### config.mk
export PLATFORM = sky130hd
export DESIGN_NAME = lcd_text_display
export DESIGN_NICKNAME = d
export VERILOG_FILES = /design/src/lcd_pkg.sv /design/src/lcd_cmd_queue.sv /design/src/lcd_bus_timing.sv /design/src/lcd_read_capture.sv /design/src/lcd_text_display.sv
export SDC_FILE = /design/constraint.sdc
export NUM_CORES = 1
export LEC_CHECK = 0
export BUFFER_PORTS_ARGS = -buffer_cell sky130_fd_sc_hd__buf_4
export CORE_MARGIN = 2
export CORE_UTILIZATION = 37
export CTS_CLUSTER_DIAMETER = 100
export DETAILED_ROUTE_END_ITERATION = 10
export MAX_ROUTING_LAYER = met4
export PLACE_DENSITY_LB_ADDON = 0.15
export SYNTH_ARGS = -nofsm -noshare
export SYNTH_HDL_FRONTEND = slang
export SYNTH_SLANG_ARGS = --single-unit
### constraint.sdc
create_clock -name clk -period 3.5 [get_ports clk]
set_input_delay 0.35 -clock clk [delete_from_list [all_inputs] [get_ports clk]]
set_output_delay 0.35 -clock clk [all_outputs]
set_load 0.01 [all_outputs]
### src/lcd_pkg.sv
package lcd_pkg;

	localparam int CLK_PER_US    = 20;
	localparam int POWERUP_US    = 500;
	localparam int INIT_PULSE_US = 10;

	localparam int WAIT_FSET_US  = 50;
	localparam int WAIT_DCTL_US  = 50;
	localparam int WAIT_CLR_US   = 200;
	localparam int WAIT_ENTRY_US = 100;

	localparam int XFER_SETUP_US = 1;  // enable low before pulse
	localparam int XFER_EHIGH_US = 14; // enable falls here
	localparam int XFER_ELOW_US  = 27; // end of enable-low half
	localparam int XFER_HOLD_US  = 50; // whole transfer

	localparam int CNT_W       = 14;
	localparam int XFER_W      = 10;
	localparam int XFER_RS_BIT = 9;
	localparam int XFER_RW_BIT = 8;
	localparam int CFG_W       = 7;

	localparam int QUEUE_DEPTH = 4;
	localparam int QUEUE_PTR_W = $clog2(QUEUE_DEPTH);

	localparam int         ST_W     = 2;
	localparam logic [1:0] ST_PWRUP = 2'd0;
	localparam logic [1:0] ST_INIT  = 2'd1;
	localparam logic [1:0] ST_IDLE  = 2'd2;
	localparam logic [1:0] ST_XFER  = 2'd3;

	// cycle counts, sized to the counter
	localparam logic [CNT_W-1:0] POWERUP_CYC    = CNT_W'(POWERUP_US * CLK_PER_US);
	localparam logic [CNT_W-1:0] INIT_PULSE_CYC = CNT_W'(INIT_PULSE_US * CLK_PER_US);
	localparam logic [CNT_W-1:0] FSET_END_CYC   =
		CNT_W'((INIT_PULSE_US + WAIT_FSET_US) * CLK_PER_US);
	localparam logic [CNT_W-1:0] DCTL_END_CYC   =
		FSET_END_CYC + CNT_W'((INIT_PULSE_US + WAIT_DCTL_US) * CLK_PER_US);
	localparam logic [CNT_W-1:0] CLR_END_CYC    =
		DCTL_END_CYC + CNT_W'((INIT_PULSE_US + WAIT_CLR_US) * CLK_PER_US);
	localparam logic [CNT_W-1:0] INIT_END_CYC   =
		CLR_END_CYC + CNT_W'((INIT_PULSE_US + WAIT_ENTRY_US) * CLK_PER_US);

	localparam logic [CNT_W-1:0] XFER_SETUP_CYC = CNT_W'(XFER_SETUP_US * CLK_PER_US);
	localparam logic [CNT_W-1:0] XFER_EHIGH_CYC = CNT_W'(XFER_EHIGH_US * CLK_PER_US);
	localparam logic [CNT_W-1:0] XFER_HOLD_CYC  = CNT_W'(XFER_HOLD_US * CLK_PER_US);

endpackage

### src/lcd_cmd_queue.sv
module lcd_cmd_queue
	import lcd_pkg::*;
(
	input  logic              clk,
	input  logic              rst_n,
	input  logic              xfer_valid,
	input  logic [XFER_W-1:0] xfer_word,
	output logic              xfer_ready,
	output logic              q_valid,
	input  logic              q_ready,
	output logic [XFER_W-1:0] q_word
);

	logic [XFER_W-1:0]      mem [QUEUE_DEPTH];
	logic [QUEUE_PTR_W-1:0] wr_ptr;
	logic [QUEUE_PTR_W-1:0] rd_ptr;
	logic [QUEUE_PTR_W:0]   count;
	logic                   push;
	logic                   pop;

	assign xfer_ready = (count != (QUEUE_PTR_W+1)'(QUEUE_DEPTH));
	assign q_valid    = (count != '0);
	assign q_word     = mem[rd_ptr];

	assign push = xfer_valid && xfer_ready;
	assign pop  = q_valid && q_ready;

	// queue storage
	always_ff @(posedge clk) begin
		if (push) begin
			mem[wr_ptr] <= xfer_word;
		end
	end

	always_ff @(posedge clk or negedge rst_n) begin
		if (!rst_n) begin
			wr_ptr <= '0;
			rd_ptr <= '0;
			count  <= '0;
		end else begin
			if (push) begin
				wr_ptr <= wr_ptr + 1'b1; // wraps at depth
			end
			if (pop) begin
				rd_ptr <= rd_ptr + 1'b1;
			end
			case ({push, pop})
				2'b10:   count <= count + 1'b1;
				2'b01:   count <= count - 1'b1;
				default: count <= count; // idle or push and pop together
			endcase
		end
	end

endmodule

### src/lcd_bus_timing.sv
module lcd_bus_timing
	import lcd_pkg::*;
(
	input  logic              clk,
	input  logic              rst_n,
	input  logic [CFG_W-1:0]  cfg,
	input  logic              q_valid,
	output logic              q_ready,
	input  logic [XFER_W-1:0] q_word,
	input  logic              rsp_free,
	output logic              lcd_e,
	output logic              lcd_rs,
	output logic              lcd_rw,
	output logic [7:0]        lcd_data,
	output logic              busy,
	output logic              cap_strobe
);

	logic [ST_W-1:0]   state;
	logic [ST_W-1:0]   state_nxt;
	logic [CNT_W-1:0]  cnt;
	logic [CNT_W-1:0]  cnt_nxt;
	logic [XFER_W-1:0] word_nxt;
	logic              rd_ok;
	logic              take;

	logic [CNT_W-1:0]  step_ofs;
	logic [7:0]        step_byte;

	logic              e_nxt;
	logic              rs_nxt;
	logic              rw_nxt;
	logic [7:0]        data_nxt;
	logic              strobe_nxt;

	// a read waits until the response slot is free
	assign rd_ok   = !q_word[XFER_RW_BIT] || rsp_free;
	assign q_ready = (state == ST_IDLE) && q_valid && rd_ok;
	assign take    = q_valid && q_ready;

	always_comb begin
		state_nxt = state;
		cnt_nxt   = cnt + 1'b1;
		word_nxt  = {lcd_rs, lcd_rw, lcd_data}; // hold by default
		case (state)
			ST_PWRUP: begin
				if (cnt == POWERUP_CYC - 1'b1) begin
					state_nxt = ST_INIT;
					cnt_nxt   = '0;
				end
			end
			ST_INIT: begin
				if (cnt == INIT_END_CYC - 1'b1) begin
					state_nxt = ST_IDLE;
					cnt_nxt   = '0;
				end
			end
			ST_IDLE: begin
				cnt_nxt = '0;
				if (take) begin
					state_nxt = ST_XFER;
					word_nxt  = q_word;
				end
			end
			ST_XFER: begin
				if (cnt == XFER_HOLD_CYC - 1'b1) begin
					state_nxt = ST_IDLE;
					cnt_nxt   = '0;
				end
			end
			default: begin
				state_nxt = ST_PWRUP;
				cnt_nxt   = '0;
			end
		endcase
	end

	// which init step the next count falls in
	always_comb begin
		if (cnt_nxt < FSET_END_CYC) begin
			step_ofs  = cnt_nxt;
			step_byte = {4'b0011, cfg[6], cfg[5], 2'b00}; // function set
		end else if (cnt_nxt < DCTL_END_CYC) begin
			step_ofs  = cnt_nxt - FSET_END_CYC;
			step_byte = {5'b00001, cfg[4], cfg[3], cfg[2]}; // display on/off
		end else if (cnt_nxt < CLR_END_CYC) begin
			step_ofs  = cnt_nxt - DCTL_END_CYC;
			step_byte = 8'b0000_0001; // clear
		end else begin
			step_ofs  = cnt_nxt - CLR_END_CYC;
			step_byte = {6'b000001, cfg[1], cfg[0]}; // entry mode
		end
	end

	// outputs are registered from the next state and count
	always_comb begin
		e_nxt      = 1'b0;
		rs_nxt     = 1'b0;
		rw_nxt     = 1'b0;
		data_nxt   = '0;
		strobe_nxt = 1'b0;
		case (state_nxt)
			ST_INIT: begin
				e_nxt    = (step_ofs < INIT_PULSE_CYC);
				data_nxt = step_byte; // held over the step's wait too
			end
			ST_XFER: begin
				rs_nxt   = word_nxt[XFER_RS_BIT];
				rw_nxt   = word_nxt[XFER_RW_BIT];
				data_nxt = word_nxt[7:0];
				e_nxt    = (cnt_nxt >= XFER_SETUP_CYC) && (cnt_nxt < XFER_EHIGH_CYC);
				// last high cycle, capture lands on the falling edge
				strobe_nxt = word_nxt[XFER_RW_BIT] && (cnt_nxt == XFER_EHIGH_CYC - 1'b1);
			end
			default: begin
				e_nxt = 1'b0; // power-up and idle keep the bus quiet
			end
		endcase
	end

	always_ff @(posedge clk or negedge rst_n) begin
		if (!rst_n) begin
			state      <= ST_PWRUP;
			cnt        <= '0;
			lcd_e      <= 1'b0;
			lcd_rs     <= 1'b0;
			lcd_rw     <= 1'b0;
			lcd_data   <= '0;
			busy       <= 1'b0;
			cap_strobe <= 1'b0;
		end else begin
			state      <= state_nxt;
			cnt        <= cnt_nxt;
			lcd_e      <= e_nxt;
			lcd_rs     <= rs_nxt;
			lcd_rw     <= rw_nxt;
			lcd_data   <= data_nxt;
			busy       <= (state_nxt != ST_IDLE);
			cap_strobe <= strobe_nxt;
		end
	end

endmodule

### src/lcd_read_capture.sv
module lcd_read_capture
	import lcd_pkg::*;
(
	input  logic       clk,
	input  logic       rst_n,
	input  logic       cap_strobe,
	input  logic [7:0] lcd_data_in,
	output logic       rsp_valid,
	input  logic       rsp_ready,
	output logic [7:0] rsp_data,
	output logic       rsp_free
);

	logic rsp_take;

	assign rsp_take = rsp_valid && rsp_ready;

	// empty now, or emptied by this cycle's handshake
	assign rsp_free = !rsp_valid || rsp_take;

	always_ff @(posedge clk) begin
		if (cap_strobe) begin
			rsp_data <= lcd_data_in; // panel byte at enable fall
		end
	end

	always_ff @(posedge clk or negedge rst_n) begin
		if (!rst_n) begin
			rsp_valid <= 1'b0;
		end else if (cap_strobe) begin
			rsp_valid <= 1'b1; // new capture wins over a handshake
		end else if (rsp_take) begin
			rsp_valid <= 1'b0;
		end
	end

endmodule

### src/lcd_text_display.sv
module lcd_text_display
	import lcd_pkg::*;
(
	input  logic              clk,
	input  logic              rst_n,
	input  logic [CFG_W-1:0]  cfg,
	input  logic              xfer_valid,
	output logic              xfer_ready,
	input  logic [XFER_W-1:0] xfer_word,
	output logic              rsp_valid,
	input  logic              rsp_ready,
	output logic [7:0]        rsp_data,
	output logic              busy,
	output logic              lcd_e,
	output logic              lcd_rs,
	output logic              lcd_rw,
	output logic [7:0]        lcd_data,
	input  logic [7:0]        lcd_data_in
);

	logic              q_valid;
	logic              q_ready;
	logic [XFER_W-1:0] q_word;
	logic              rsp_free;
	logic              cap_strobe;

	lcd_cmd_queue i_cmd_queue (
		.clk        (clk),
		.rst_n      (rst_n),
		.xfer_valid (xfer_valid),
		.xfer_word  (xfer_word),
		.xfer_ready (xfer_ready),
		.q_valid    (q_valid),
		.q_ready    (q_ready),
		.q_word     (q_word)
	);

	lcd_bus_timing i_bus_timing (
		.clk        (clk),
		.rst_n      (rst_n),
		.cfg        (cfg),
		.q_valid    (q_valid),
		.q_ready    (q_ready),
		.q_word     (q_word),
		.rsp_free   (rsp_free),
		.lcd_e      (lcd_e),
		.lcd_rs     (lcd_rs),
		.lcd_rw     (lcd_rw),
		.lcd_data   (lcd_data),
		.busy       (busy),
		.cap_strobe (cap_strobe)
	);

	lcd_read_capture i_read_capture (
		.clk         (clk),
		.rst_n       (rst_n),
		.cap_strobe  (cap_strobe),
		.lcd_data_in (lcd_data_in),
		.rsp_valid   (rsp_valid),
		.rsp_ready   (rsp_ready),
		.rsp_data    (rsp_data),
		.rsp_free    (rsp_free)
	);

endmodule

==> summary.md, run 1 <==
The run finished, with violations left. The post-detailed-routing wire length came out at 11600 um. The design draws 2420 uW. The number of register bits inferred by synthesis is 85, and the H-tree depth is 3. The most frequent cell after synthesis was edfxtp_1. Global routing used 18.6% of the available tracks across all layers.

Relative to the synthesized area, the layout overhead comes to 19.8%. STA classifies the critical path startpoint as a register. Setup violations remaining at the end of the flow were counted as 0.

The delay contributed by the slowest stage of the critical path was 430 ps; the number of global-route vias before repair was 3373. The worst relative slew slack was 47.6%. The average instance in the mapped netlist occupies 12.1 sq um.

The run gives 0.954 as the global placer's final weighted congestion. For the finished layout, the period the worst path requires is 3310 ps. Data arrives at the worst endpoint at 3560 ps. Yosys mapped the design onto 81 distinct sky130hd cell types. The checks that failed: negative hold slack.

The commonest cells after synthesis are 48 x edfxtp_1, 37 x dfrtp_1, 25 x nor2_1. The die covers 13400 sq um. Largest fanout on the critical path: 10. Yosys mapped a number of flops with a built-in enable equal to 48. Dividing the detail-routed wire length by the instance count gives 18.8 um. The floorplan step set the die height to 116 um.

The count of warnings emitted by yosys is 0. Summing every instance area after synthesis gives 4630 sq um. The tools report the first-pass GRT wire length as 18200 um. At the pin with the least slew margin, the transition time is 780 ps. Before antenna repair, the detailed router went through 4 iterations. In this run, CTS created clock tree buffers numbering 9. After clock tree synthesis, the clock-pin slew on the worst setup and hold paths is 70 ps. Of the synthesized area, sequential elements account for 51.2%. Clock tree synthesis found a total of 85 sinks. The path class of the tightest hold or removal check is in -> async. The run gives 421 as the net count after synthesis.

The clock latency at the later pin of the worst-skew pair is 340 ps. The standard-cell row count came out at 40. Detailed placement ended at an HPWL of 8390 um. The core region area was 12100 sq um.

The signal on the critical path passes through ha_1 -> buf_4 -> nor4bb_1 -> a221oi_1 -> o221ai_1 -> o211ai_1 -> a311oi_2 -> mux2_2 -> a2111oi_1 -> a32oi_1 -> o31ai_2. For the number of antenna-violating nets in the routed design, the log shows 0. The slack of the worst reg-to-reg path is 190 ps, and the number of diodes added for antenna fixing is 0. The logs give 482 for the number of nets at the end of the flow and 0.298 mV for the worst ir drop on vdd. The run gives 302 MHz as the maximum clock rate. Entering global routing, the biggest net connects 38 pins.

The layout has 1145 filler cells. The number of pins exceeding their max-slew limit in the final report was 0. Yosys attributes the largest share of cell area to edfxtp_1 31%, dfrtp_1 20%, mux4_2 4.9%. The static power due to leakage is 0.00218 uW.

The run gives 0 as the DRC violation count after routing. On the final layout, the worst clock skew is 8.13 ps. Category of the worst setup path capture point: a register. The run gives -7.94 ps as the final hold slack.

In the routed layout, each cell is associated on average with a via count of 5.46. The share of the synthesized area in the top cell type was 31.2%; the count of boundary I/O pins was 51. The final-report hold violation count is 1, and the number of antenna violations at the first check in global routing is 0. The most used flip-flop cell after synthesis is edfxtp_1. The slowest stage of the critical path is the dfrtp_1 cell.

The final clock period utilization by the worst path is 94.6%, and the total number of vias is 3366. The total overflow reported by the global router was 0; the effective utilization at floorplan was 38.2%. In this run the tool buffered the top-level ports with 50 buffer cells. Of all flip-flops after synthesis, the portion carrying an async set or reset was 43.5%. The width of the chip is 116 um. The synthesized design spends more area on one cell type than any other, namely edfxtp_1. The worst setup path category was reg -> reg.

The share of post-route cells with drive strength above 1 came out at 27.7%. For this block, the initial DRC count from the detailed router was 196. Clock root buffer: clkbuf_16.

Max-cap violations in this run came to 0. For this design the ratio of total power to cell area is 436 nW/um^2. The tools report the maximum buffer depth of the clock tree as 2.

TritonCTS built the clock tree. Data on the critical path is required at its endpoint by 3750 ps. The cell count after synthesis came out at 382.
## report_power, final
part	internal, uW	switching, uW	leakage [uW]
Clock	491	426	0.000141
Sequential	1190	42.6	0.000894
Combinational	111	153	0.00115
Total	1800	621	0.00218
## worst max-delay path, delay by kind of cell (launching register included)
family                   cells  cell delay, ps
multiplexers                 1             380
adder cells (fa/ha/maj)      1             240
AO/OA/AOI/OAI                7            1630
buffers and inverters        1             190
flip-flops                   1             430
AND/OR/NAND/NOR              1             350
## final cells by class
type                            count  area [sq um]  share of cell area (%)
Clock buffer                        9           225                    4.06
Timing Repair Buffer               71           533                    9.62
Tap cell                          168           210                    3.79
Sequential cell                    85          2370                    42.7
Clock inverter                      7          60.1                    1.08
Multi-Input combinational cell    255          2070                    37.3
Inverter                           21          78.8                    1.42
## state kept, by name, indices dropped and copies added, names as in the netlist
name,flops
i_bus_timing.lcd_e,1
i_bus_timing.busy,1
i_cmd_queue.wr_ptr,2
i_bus_timing.cnt,14
i_bus_timing.lcd_rw,1
i_bus_timing.lcd_data,8
i_read_capture.rsp_valid,1
i_bus_timing.lcd_rs,1
i_read_capture.rsp_data,8
i_bus_timing.state,2
i_cmd_queue.count,3
i_cmd_queue.rd_ptr,2
i_cmd_queue.mem,40
i_bus_timing.cap_strobe,1
## layout by cell type (no fill, tap or decap), drive strengths merged, types with 3 or more instances in the layout
cell     synthesis  layout
dfrtp           37      37
and4             3       3
nand4           10      10
clkinv           0       5
xor2             9       9
a211oi           3       3
ha               9       9
and2             7       7
o2bb2ai          3       3
buf             16      71
o221ai           3       3
mux4            10      10
a22o             4       4
nand3           10      10
nor2b            3       3
a31oi            5       5
a2bb2oi          3       3
o21ai           14      14
nor2            26      26
o31a             4       4
clkbuf           5       9
o31ai            5       5
a21oi           10      10
nand2           22      22
o2111ai          3       3
a21boi           3       3
a22oi            3       3
o22ai            3       3
xnor2           19      19
a221o            3       3
edfxtp          48      48
and3             6       6
inv             21      23
nor3            12      12
or3              4       4
or2              4       4
## routing by layer
| metal | global-route usage [%] | wire [um] |
|---|---|---|
| met5 | - | 0 |
| met4 | 6.35 | 265 |
| met3 | 3.71 | 454 |
| met2 | 30.7 | 5840 |
| met1 | 22.8 | 5010 |
## stage by stage
stage	setup WS (ps)	util, %	instances	instance area, sq um	TNS (ps)
finish	189	45.8	616	5540	0
global route	-2.08	45.8	616	5540	-2.08
CTS	207	45.6	615	5520	0
detailed placement	235	43.2	599	5240	0
global placement	264	43.2	599	5240	0
floorplan	376	-	382	4630	0
## final timing paths
path / start / to / cells past startpoint
max: i_bus_timing.cnt[0] / i_bus_timing.lcd_e / 11
min: rst_n / i_bus_timing.cnt[8] / 1
max reg2reg: i_bus_timing.cnt[0] / i_bus_timing.lcd_e / 11
min reg2reg: i_bus_timing.lcd_data[0] / i_bus_timing.lcd_data[0] / 2
max in group asynchronous: rst_n / i_cmd_queue.rd_ptr[1] / 1
min in group clk: lcd_data_in[2] / i_read_capture.rsp_data[2] / 1
## cell families (layout without fill, tap and decap cells)
family / Yosys count / count (layout) / synth area share [%]
AND/OR/NAND/NOR: 115 / 115 / 14.2
AO/OA/AOI/OAI: 90 / 90 / 15.7
flip-flops: 85 / 85 / 51.2
buffers and inverters: 42 / 108 / 4.54
XOR/XNOR: 28 / 28 / 6.19
multiplexers: 12 / 12 / 5.33
adder cells (fa/ha/maj): 10 / 10 / 2.87
## timing repair
action                     CTS  global route
hold buffers                 0             0
setup buffers                0             1
setup endpoints to repair    0             1
resized for setup            0             2
Note: power is estimated with default switching activity, not from simulation.
==> inputs of run 2 (changes only) <==
Settings changed: CORE_UTILIZATION 37 to 59, MAX_ROUTING_LAYER met4 to unset.
==> run 2 against run 1 <==
Compared with the run above:
- the flow now finishes without violations
- largest cell class unchanged
- critical path type unchanged
- sequential power is essentially flat
- die area shrank 36%
- largest power group unchanged
- critical endpoint unchanged
- core utilization grew 24 points
==> summary.md, run 2 (synthesis results as in run 1) <==
The flow ran to the end, and the final reports show no timing, DRC or antenna violations. During I/O placement, the number of pins put on the boundary was 51. Final-report hold violation count: 0.

The number of flip-flops under the largest register name works out to 40. The y dimension of the die is 92.5 um, and the total overflow reported by the global router is 0. The worst relative slew slack is 50.8%, and the share of post-route cells with drive strength above 1 is 27.0%.

In the final layout, the registers with the most flip-flops are i_cmd_queue.mem x40, i_bus_timing.cnt x14. The final route contains 3425 vias. The setup check on the worst reg-to-reg path leaves a slack of 220 ps. Tracing the worst setup path back leads to its startpoint at i_bus_timing.cnt[5].

Cell with the largest stage delay on the worst path: dfrtp_1. The largest fanout on the critical path was 9; the transition time of the tightest slew-check pin was 732 ps. Maximum buffer depth of the clock tree: 2.

Counting both buffers and inverters, the worst setup path holds a total of 0. The clock-pin slew on the worst setup and hold paths was 90 ps. Summing all placed instances gives a cell area of 5110 sq um. The run gives 2160 uW as the post-layout total power. Number of pins exceeding their max-slew limit in the final report: 0. The tools report the number of antenna violations at the first check in global routing as 0.

The number of nets at the end of the flow is 478. Row generation in the floorplan step produced 32 rows. Leaving out fill and tap cells, the most frequent cell in the layout is buf_4. The tree is rooted in a clkbuf_8.

The first-pass GRT wire length is 17700 um. Average wire length per cell after detail routing: 19.6 um. The number of global-route vias before repair was 3558; the met2 capacity usage during global routing was 44.4%. At the worst endpoint, the arrival time is 3560 ps. The kind of cell with the highest combined delay along the critical path is compound AO/OA/AOI/OAI gates. For the final database, setup skew stands at 13.3 ps. The required time at the endpoint of the critical path came out at 3770 ps. After global routing, the most crowded layer is met2. TritonCTS built the clock tree.

Post-route minimum period: 3280 ps. Global routing used 27.0% of the available tracks. Compared with the post-synthesis result, the final layout area differs by 15.1%. For the worst-skew pair, the clock arrives at the later sink with an insertion delay of 350 ps. The delay contributed by the slowest stage of the critical path was 540 ps; the maximum clock rate was 304 MHz.

The type of origin of the critical path was a register. Capturing element of the worst setup path: i_bus_timing.lcd_e. The worst setup path category is reg -> reg.

Post-layout instance area: 5320 sq um. The HPWL after detailed placement is 7800 um, and the iteration count of the initial detailed-routing pass is 7. The power density of the placed cells is 405 nW/um^2.

Of the available clock period, the critical path in the final layout requires 93.8%. The depth of the critical timing path with buffers and inverters included is 9. Entering global routing, the biggest net connects 38 pins. The width of the chip was 92.5 um. The worst register-to-register path ends at i_bus_timing.lcd_e.

Worst hold-check path type: in -> reg. Max-cap violations in this run came to 0. The number of sinks handled by clock tree synthesis was 85.

The detail route stage leaves a number of antenna-violating nets equal to 0. The tools report the startpoint of the worst register-to-register path as i_bus_timing.cnt[5]. The post-placement setup slack came out at 273 ps.

The worst-case setup margin in the final layout is 216 ps, and the count of input and output buffers is 50. Counting cells, the worst reg-to-reg path comes to 9. After detailed routing, the number of remaining DRC violations is 0. The top cell types in the final layout, fill and taps aside, are 66 x buf_4, 48 x edfxtp_1, 35 x dfrtp_1.

The register with the most flip-flops in the final layout is i_cmd_queue.mem. For met1 alone, demand over resource in global routing was 34.2%. After detailed routing, the total wire length is 10700 um.

Core region area: 7650 sq um. Setup violations remaining at the end of the flow were counted as 0. Once the floorplan was initialized, standard cells occupied 60.5% of the core. CTS built an H-tree with a depth of 3. The tools report the full die area as 8560 sq um. The signal on the critical path passes through and4_1 -> nand3_1 -> xnor2_2 -> o211ai_1 -> a311oi_2 -> mux2_2 -> a2111oi_1 -> a32oi_1 -> o31ai_2.

Across all hold checks on the routed design, the worst slack comes to 164 ps. Dividing the detail-routed via count by the number of cells gives 6.27. After the first detailed-routing iteration, the DRC count stood at 266.

In the global route stage, met3 resource usage came out at 6.27%. The number of antenna diodes in the final layout is 0. The worst ir drop on vdd came out at 0.419 mV. The tools report the category of the worst setup path capture point as a register.

The run gives 9 as the TritonCTS buffer count. For this design the static power due to leakage is 0.00211 uW. The congestion estimate from routability-driven global placement came to 0.921.
==> run 2: repair_timing <==
item | 4_1_cts | 5_1_grt
setup endpoints to repair | 0 | 1
hold buffers | 1 | 0
endpoints found under the hold margin | 37 | 0
buffers inserted | 0 | 2
resized for setup | 0 | 3
==> run 2: how the worst min path moves through the flow <==
stage	start	end	slack (ps)	cells after the start
finish	lcd_data_in[7]	i_read_capture.rsp_data[7]	160	1
global route	lcd_data_in[2]	i_read_capture.rsp_data[2]	150	1
CTS	lcd_data_in[7]	i_read_capture.rsp_data[7]	150	1
detailed placement	rst_n	i_cmd_queue.wr_ptr[0]	360	1
global placement	rst_n	i_cmd_queue.wr_ptr[0]	350	1
floorplan	rst_n	i_bus_timing.busy	50	0
==> run 2: where the power goes <==
part	internal (uW)	leakage (uW)	switching, uW
clock	300	0.0000930	354
combinational	113	0.00112	153
sequential	1190	0.000892	45.3
==> run 2: layout make-up <==
cell class | count | area, sq um
Multi-Input combinational cell | 255 | 2060
Fill cell | 562 | 2320
Inverter | 21 | 78.8
Timing Repair Buffer | 67 | 505
Tap cell | 102 | 128
Clock inverter | 4 | 30.0
Clock buffer | 12 | 155
Sequential cell | 85 | 2370
==> run 2: metrics by stage <==
| step | TNS, ps | std cells | util, % |
|---|---|---|---|
| 2_1_floorplan | 0 | 382 | - |
| 3_3_place_gp | 0 | 527 | 66.8 |
| 3_5_place_dp | 0 | 527 | 66.8 |
| 4_1_cts | 0 | 544 | 69.4 |
| 5_1_grt | -26.2 | 546 | 69.6 |
| 6_report | 0 | 546 | 69.6 |
==> run 2: routing by layer <==
metal	share of wire, %	routed length [um]
met2	50	5340
met3	6.3	677
met4	3.1	327
met5	0	0
met1	41	4330
==> run 2: worst register-to-register path, stage by stage (launching register included) <==
cell,delay [ps]
dfrtp_1,540
and4_1,480
nand3_1,250
xnor2_2,370
o211ai_1,220
a311oi_2,340
mux2_2,390
a2111oi_1,320
a32oi_1,130
o31ai_2,180
==> inputs of run 3 (changes only) <==
Settings changed: SYNTH_HIERARCHICAL set to 1.
==> run 3 against run 2 <==
Compared with the run above:
- routed wire length grew 11%
- clock skew shrank 0.71 ps
- register-to-register slack lost 210 ps
- design area grew 7.8%
- sequential power is essentially flat
- synthesized cell count grew 6.0%
- clock power shrank 0.6%
- critical path type unchanged
- largest cell class unchanged
- largest power group unchanged
==> summary.md, run 3 <==
Counting instances in the post-synthesis netlist gives the leading cell types as 48 x edfxtp_1, 37 x dfrtp_1, 27 x nand2_1. The number of DRC markers in iteration 0 was 316. Most frequent standard cell in the layout excluding fill and tap cells: buf_4.

For the iteration count of the initial detailed-routing pass, the log shows 6. The depth of the most critical reg-to-reg path is 17, and the count of flip-flops with a built-in enable after synthesis is 48. When the netlist entered floorplanning its net count stood at 451. Power spread over the standard cell area amounts to 380 nW/um^2. The first-pass GRT wire length came out at 18800 um. Sorting the synthesized cells by area gives the leading types as edfxtp_1 31%, dfrtp_1 20%, mux4_2 4.8%. Ranked by flip-flop count, first place goes to i_cmd_queue/mem. The detail route stage leaves a number of antenna-violating nets equal to 0.

In this run the power spent charging and discharging nets is 579 uW. The number of global-route vias before repair was 3753. For this design the top-level I/O count stands at 51. Worst setup path category: reg -> reg.

For this design, the sink count on the clock tree is 85. The delay contributed by the slowest stage of the critical path is 440 ps. After clock tree synthesis, the clock-pin slew on the worst setup and hold paths is 100 ps.

After synthesis the cells add up to 4670 sq um. For this run, the share of the core covered by cells in the final layout is 74.6%. The sum of negative setup slack is 0 ps, and the filler cell count in the final layout is 554. The slowest stage of the critical path is the dfrtp_1 cell. Worst hold-check path type: in -> reg. Sequential elements use 50.7% of the synthesized area. The post-route netlist has 32.9% of its cells at a drive strength greater than 1. Derived from the worst setup path, the maximum achievable clock frequency is 287 MHz.

The run finished with clean final reports. Gate family responsible for the most delay along the worst path: compound AO/OA/AOI/OAI gates. Measured against its own limit, the worst slew margin works out to 39.0%. The detailed-route wire length on metal 1 is 4680 um.

Category of the worst setup path capture point: a register. The worst setup path is launched from a register. After detailed routing, the met3 layer carries 781 um of wire. Of all nets on the critical path, the largest fanout is 8. The clock network accounts for 29.8% of the total power. Setup repair after global routing could not meet its margin everywhere.

For this run, the leading register cell type out of synthesis is edfxtp_1. Global routing used 29.0% of the available tracks across all layers. Sequential cells account for 57.3% of the total power. The detailed-routed wire length on met2 was 6020 um; the power share of the combinational group was 12.9%.

Counting buffers and inverters, the worst setup path is 17 cells deep. The cell count after synthesis came out at 405. Data arrives at the worst endpoint at 3750 ps. The number of antenna diodes in the final layout is 0. Final clock period utilization by the worst path: 99.7%. Across the routed clock network, the largest skew measured is 12.6 ps. The maximum buffer depth of the clock tree is 2, and the full die area is 8640 sq um. Buffers inserted during clock tree synthesis total 9. Input and output buffers added on the ports amount to 50.

The number of nets at the end of the flow is 545. The pin count of the biggest net entering global routing came out at 38. The clock period could shrink to 3490 ps. The largest registers in the layout are i_cmd_queue/mem x40, i_bus_timing/cnt x14.

The logs give 0 for the DRC violation count after routing and 0.379 mV for the worst ir drop on vdd. Total number of vias: 3754. The area added between synthesis and finish came out at 22.9%. Max-cap violations in this run came to 0. The number of register bits inferred by synthesis is 85. The congestion estimate from routability-driven global placement came to 0.954. The most common cell in the synthesized netlist is edfxtp_1. The total overflow reported by the global router is 0, and the average wire length per cell after detail routing is 19.6 um. In this run the biggest area consumer among cell types represents 30.9% of the synthesized area.

TritonCTS built the clock tree. The y dimension of the die came out at 93.0 um. The H-tree depth is 3, and the switching share of total power is 26.6%. The final-report hold violation count came out at 0.

The transition time of the tightest slew-check pin works out to 903 ps. STA puts the critical path data required time at 3760 ps. Summed over all cells, the static leakage comes to 0.00230 uW. The effective utilization at floorplan was 60.7%; the number of antenna violations at the first check in global routing was 0.

The standard-cell row count is 32, and the width of the chip is 93.0 um. The cell depth of the worst min-delay path is 1. For the clock latency at the later pin of the worst-skew pair, the log shows 350 ps. The count of buffering cells on the critical path with inverters included was 2; the average via count per standard cell was 6.19.

Routed signal wires occupy layers up through met4. The HPWL after detailed placement came out at 9080 um. The top cell types in the final layout, fill and taps aside, are 98 x buf_4, 48 x edfxtp_1, 37 x dfrtp_1. The netlist uses 77 different library cells. Clock root buffer: clkbuf_8. In this run the mean area of a mapped cell was 11.5 sq um.

The number of flip-flops under the largest register name is 40. The signal on the critical path passes through ha_1 -> nand2_4 -> nor2_1 -> a41o_1 -> o21ai_2 -> nand2_2 -> buf_4 -> inv_1 -> ha_1 -> nor3_2 -> a21o_2 -> nor4_1 -> o21ba_2 -> o31a_1 -> nor4_1 -> a211oi_1 -> o31ai_1. In the synthesized netlist the async set-or-reset flop fraction comes to 43.5%.

The dominant cell type by area after synthesis is edfxtp_1. The tools report the final-report setup violation count as 0. The logs give 0 for the number of pins exceeding their max-slew limit in the final report and 11900 um for the post-detailed-routing wire length.

For the count of warnings emitted by yosys, the log shows 6. The region available for standard cell placement spans 7690 sq um. Internal power comes to 1600 uW.
[run 3: changes by cell type in the layout (fill, tap and decap cells not counted), sizes merged, moves of 4 or more]
cell    previous run  this run
a21oi             10        14
buf               66       100
ha                 9        16
nand2             22        27
nand2b             1         7
nand4             10         6
nor4               1        10
o21ai             14        23
or4                0         6
[run 3: routing by layer]
layer / vias up / GRT usage, %
li1: 1717 / -
met1: 1831 / 36.5
met2: 169 / 48.2
met3: 37 / 6.75
met4: 0 / 12.6
met5: - / 0
[run 3: path summary, 6_finish.rpt]
check | startpoint | endpoint | slack [ps]
worst min register to register | i_cmd_queue/count[2] | i_cmd_queue/count[2] | 510
max in group asynchronous | rst_n | i_bus_timing/cnt[3] | 2640
worst min-delay path | lcd_data_in[7] | i_read_capture/rsp_data[7] | 170
min in group asynchronous | rst_n | i_bus_timing/lcd_e | 500
worst max-delay path | i_bus_timing/cnt[0] | i_bus_timing/lcd_e | 10
worst max register to register | i_bus_timing/cnt[0] | i_bus_timing/lcd_e | 10
[run 3: power groups by stage]
stage	registers (uW)	clock network [uW]	logic, uW
floorplan	1250	0	184
global placement	1260	0	266
detailed placement	1270	0	282
CTS	1250	663	284
global route	1260	710	310
finish	1250	649	281
[run 3: logic make-up (layout without fill, tap and decap cells)]
kind of cell | Yosys count | after routing | synth area share (%)
multiplexers | 13 | 13 | 5.60
flip-flops | 85 | 85 | 50.7
AO/OA/AOI/OAI | 96 | 96 | 14.8
buffers and inverters | 39 | 138 | 3.94
XOR/XNOR | 25 | 25 | 4.69
AND/OR/NAND/NOR | 130 | 130 | 15.5
adder cells (fa/ha/maj) | 17 | 17 | 4.72
[run 3: per-stage QoR]
step / total power (uW) / area [sq um] / hold WS, ps / cells / setup WS (ps)
final: 2180 / 5740 / 165 / 606 / 10.2
after CTS: 2200 / 5720 / 148 / 606 / 16.5
after global routing: 2280 / 5740 / 135 / 606 / -184
after detailed placement: 1550 / 5470 / 343 / 587 / 18.3
after global placement: 1520 / 5470 / 347 / 587 / 51.6
after floorplan: 1440 / 4710 / 54.4 / 405 / 7.31
[run 3: area by class of cell]
class | instances | area, sq um | share of cell area [%]
timing repair buffer | 101 | 777 | 13.5
sequential | 85 | 2370 | 41.3
clock buffer | 9 | 124 | 2.16
clock inverter | 7 | 67.6 | 1.18
inverter | 21 | 78.8 | 1.37
multi-input combinational | 281 | 2190 | 38.3
tap | 102 | 128 | 2.22
[run 3: repair_timing]
action                                  4_1_cts  5_1_grt
endpoints found under the setup margin        1        2
hold buffers                                  1        0
pin swaps                                    11        6
gates resized for setup                       9        4
setup buffers                                 2        0
hold endpoints to repair                     37        0
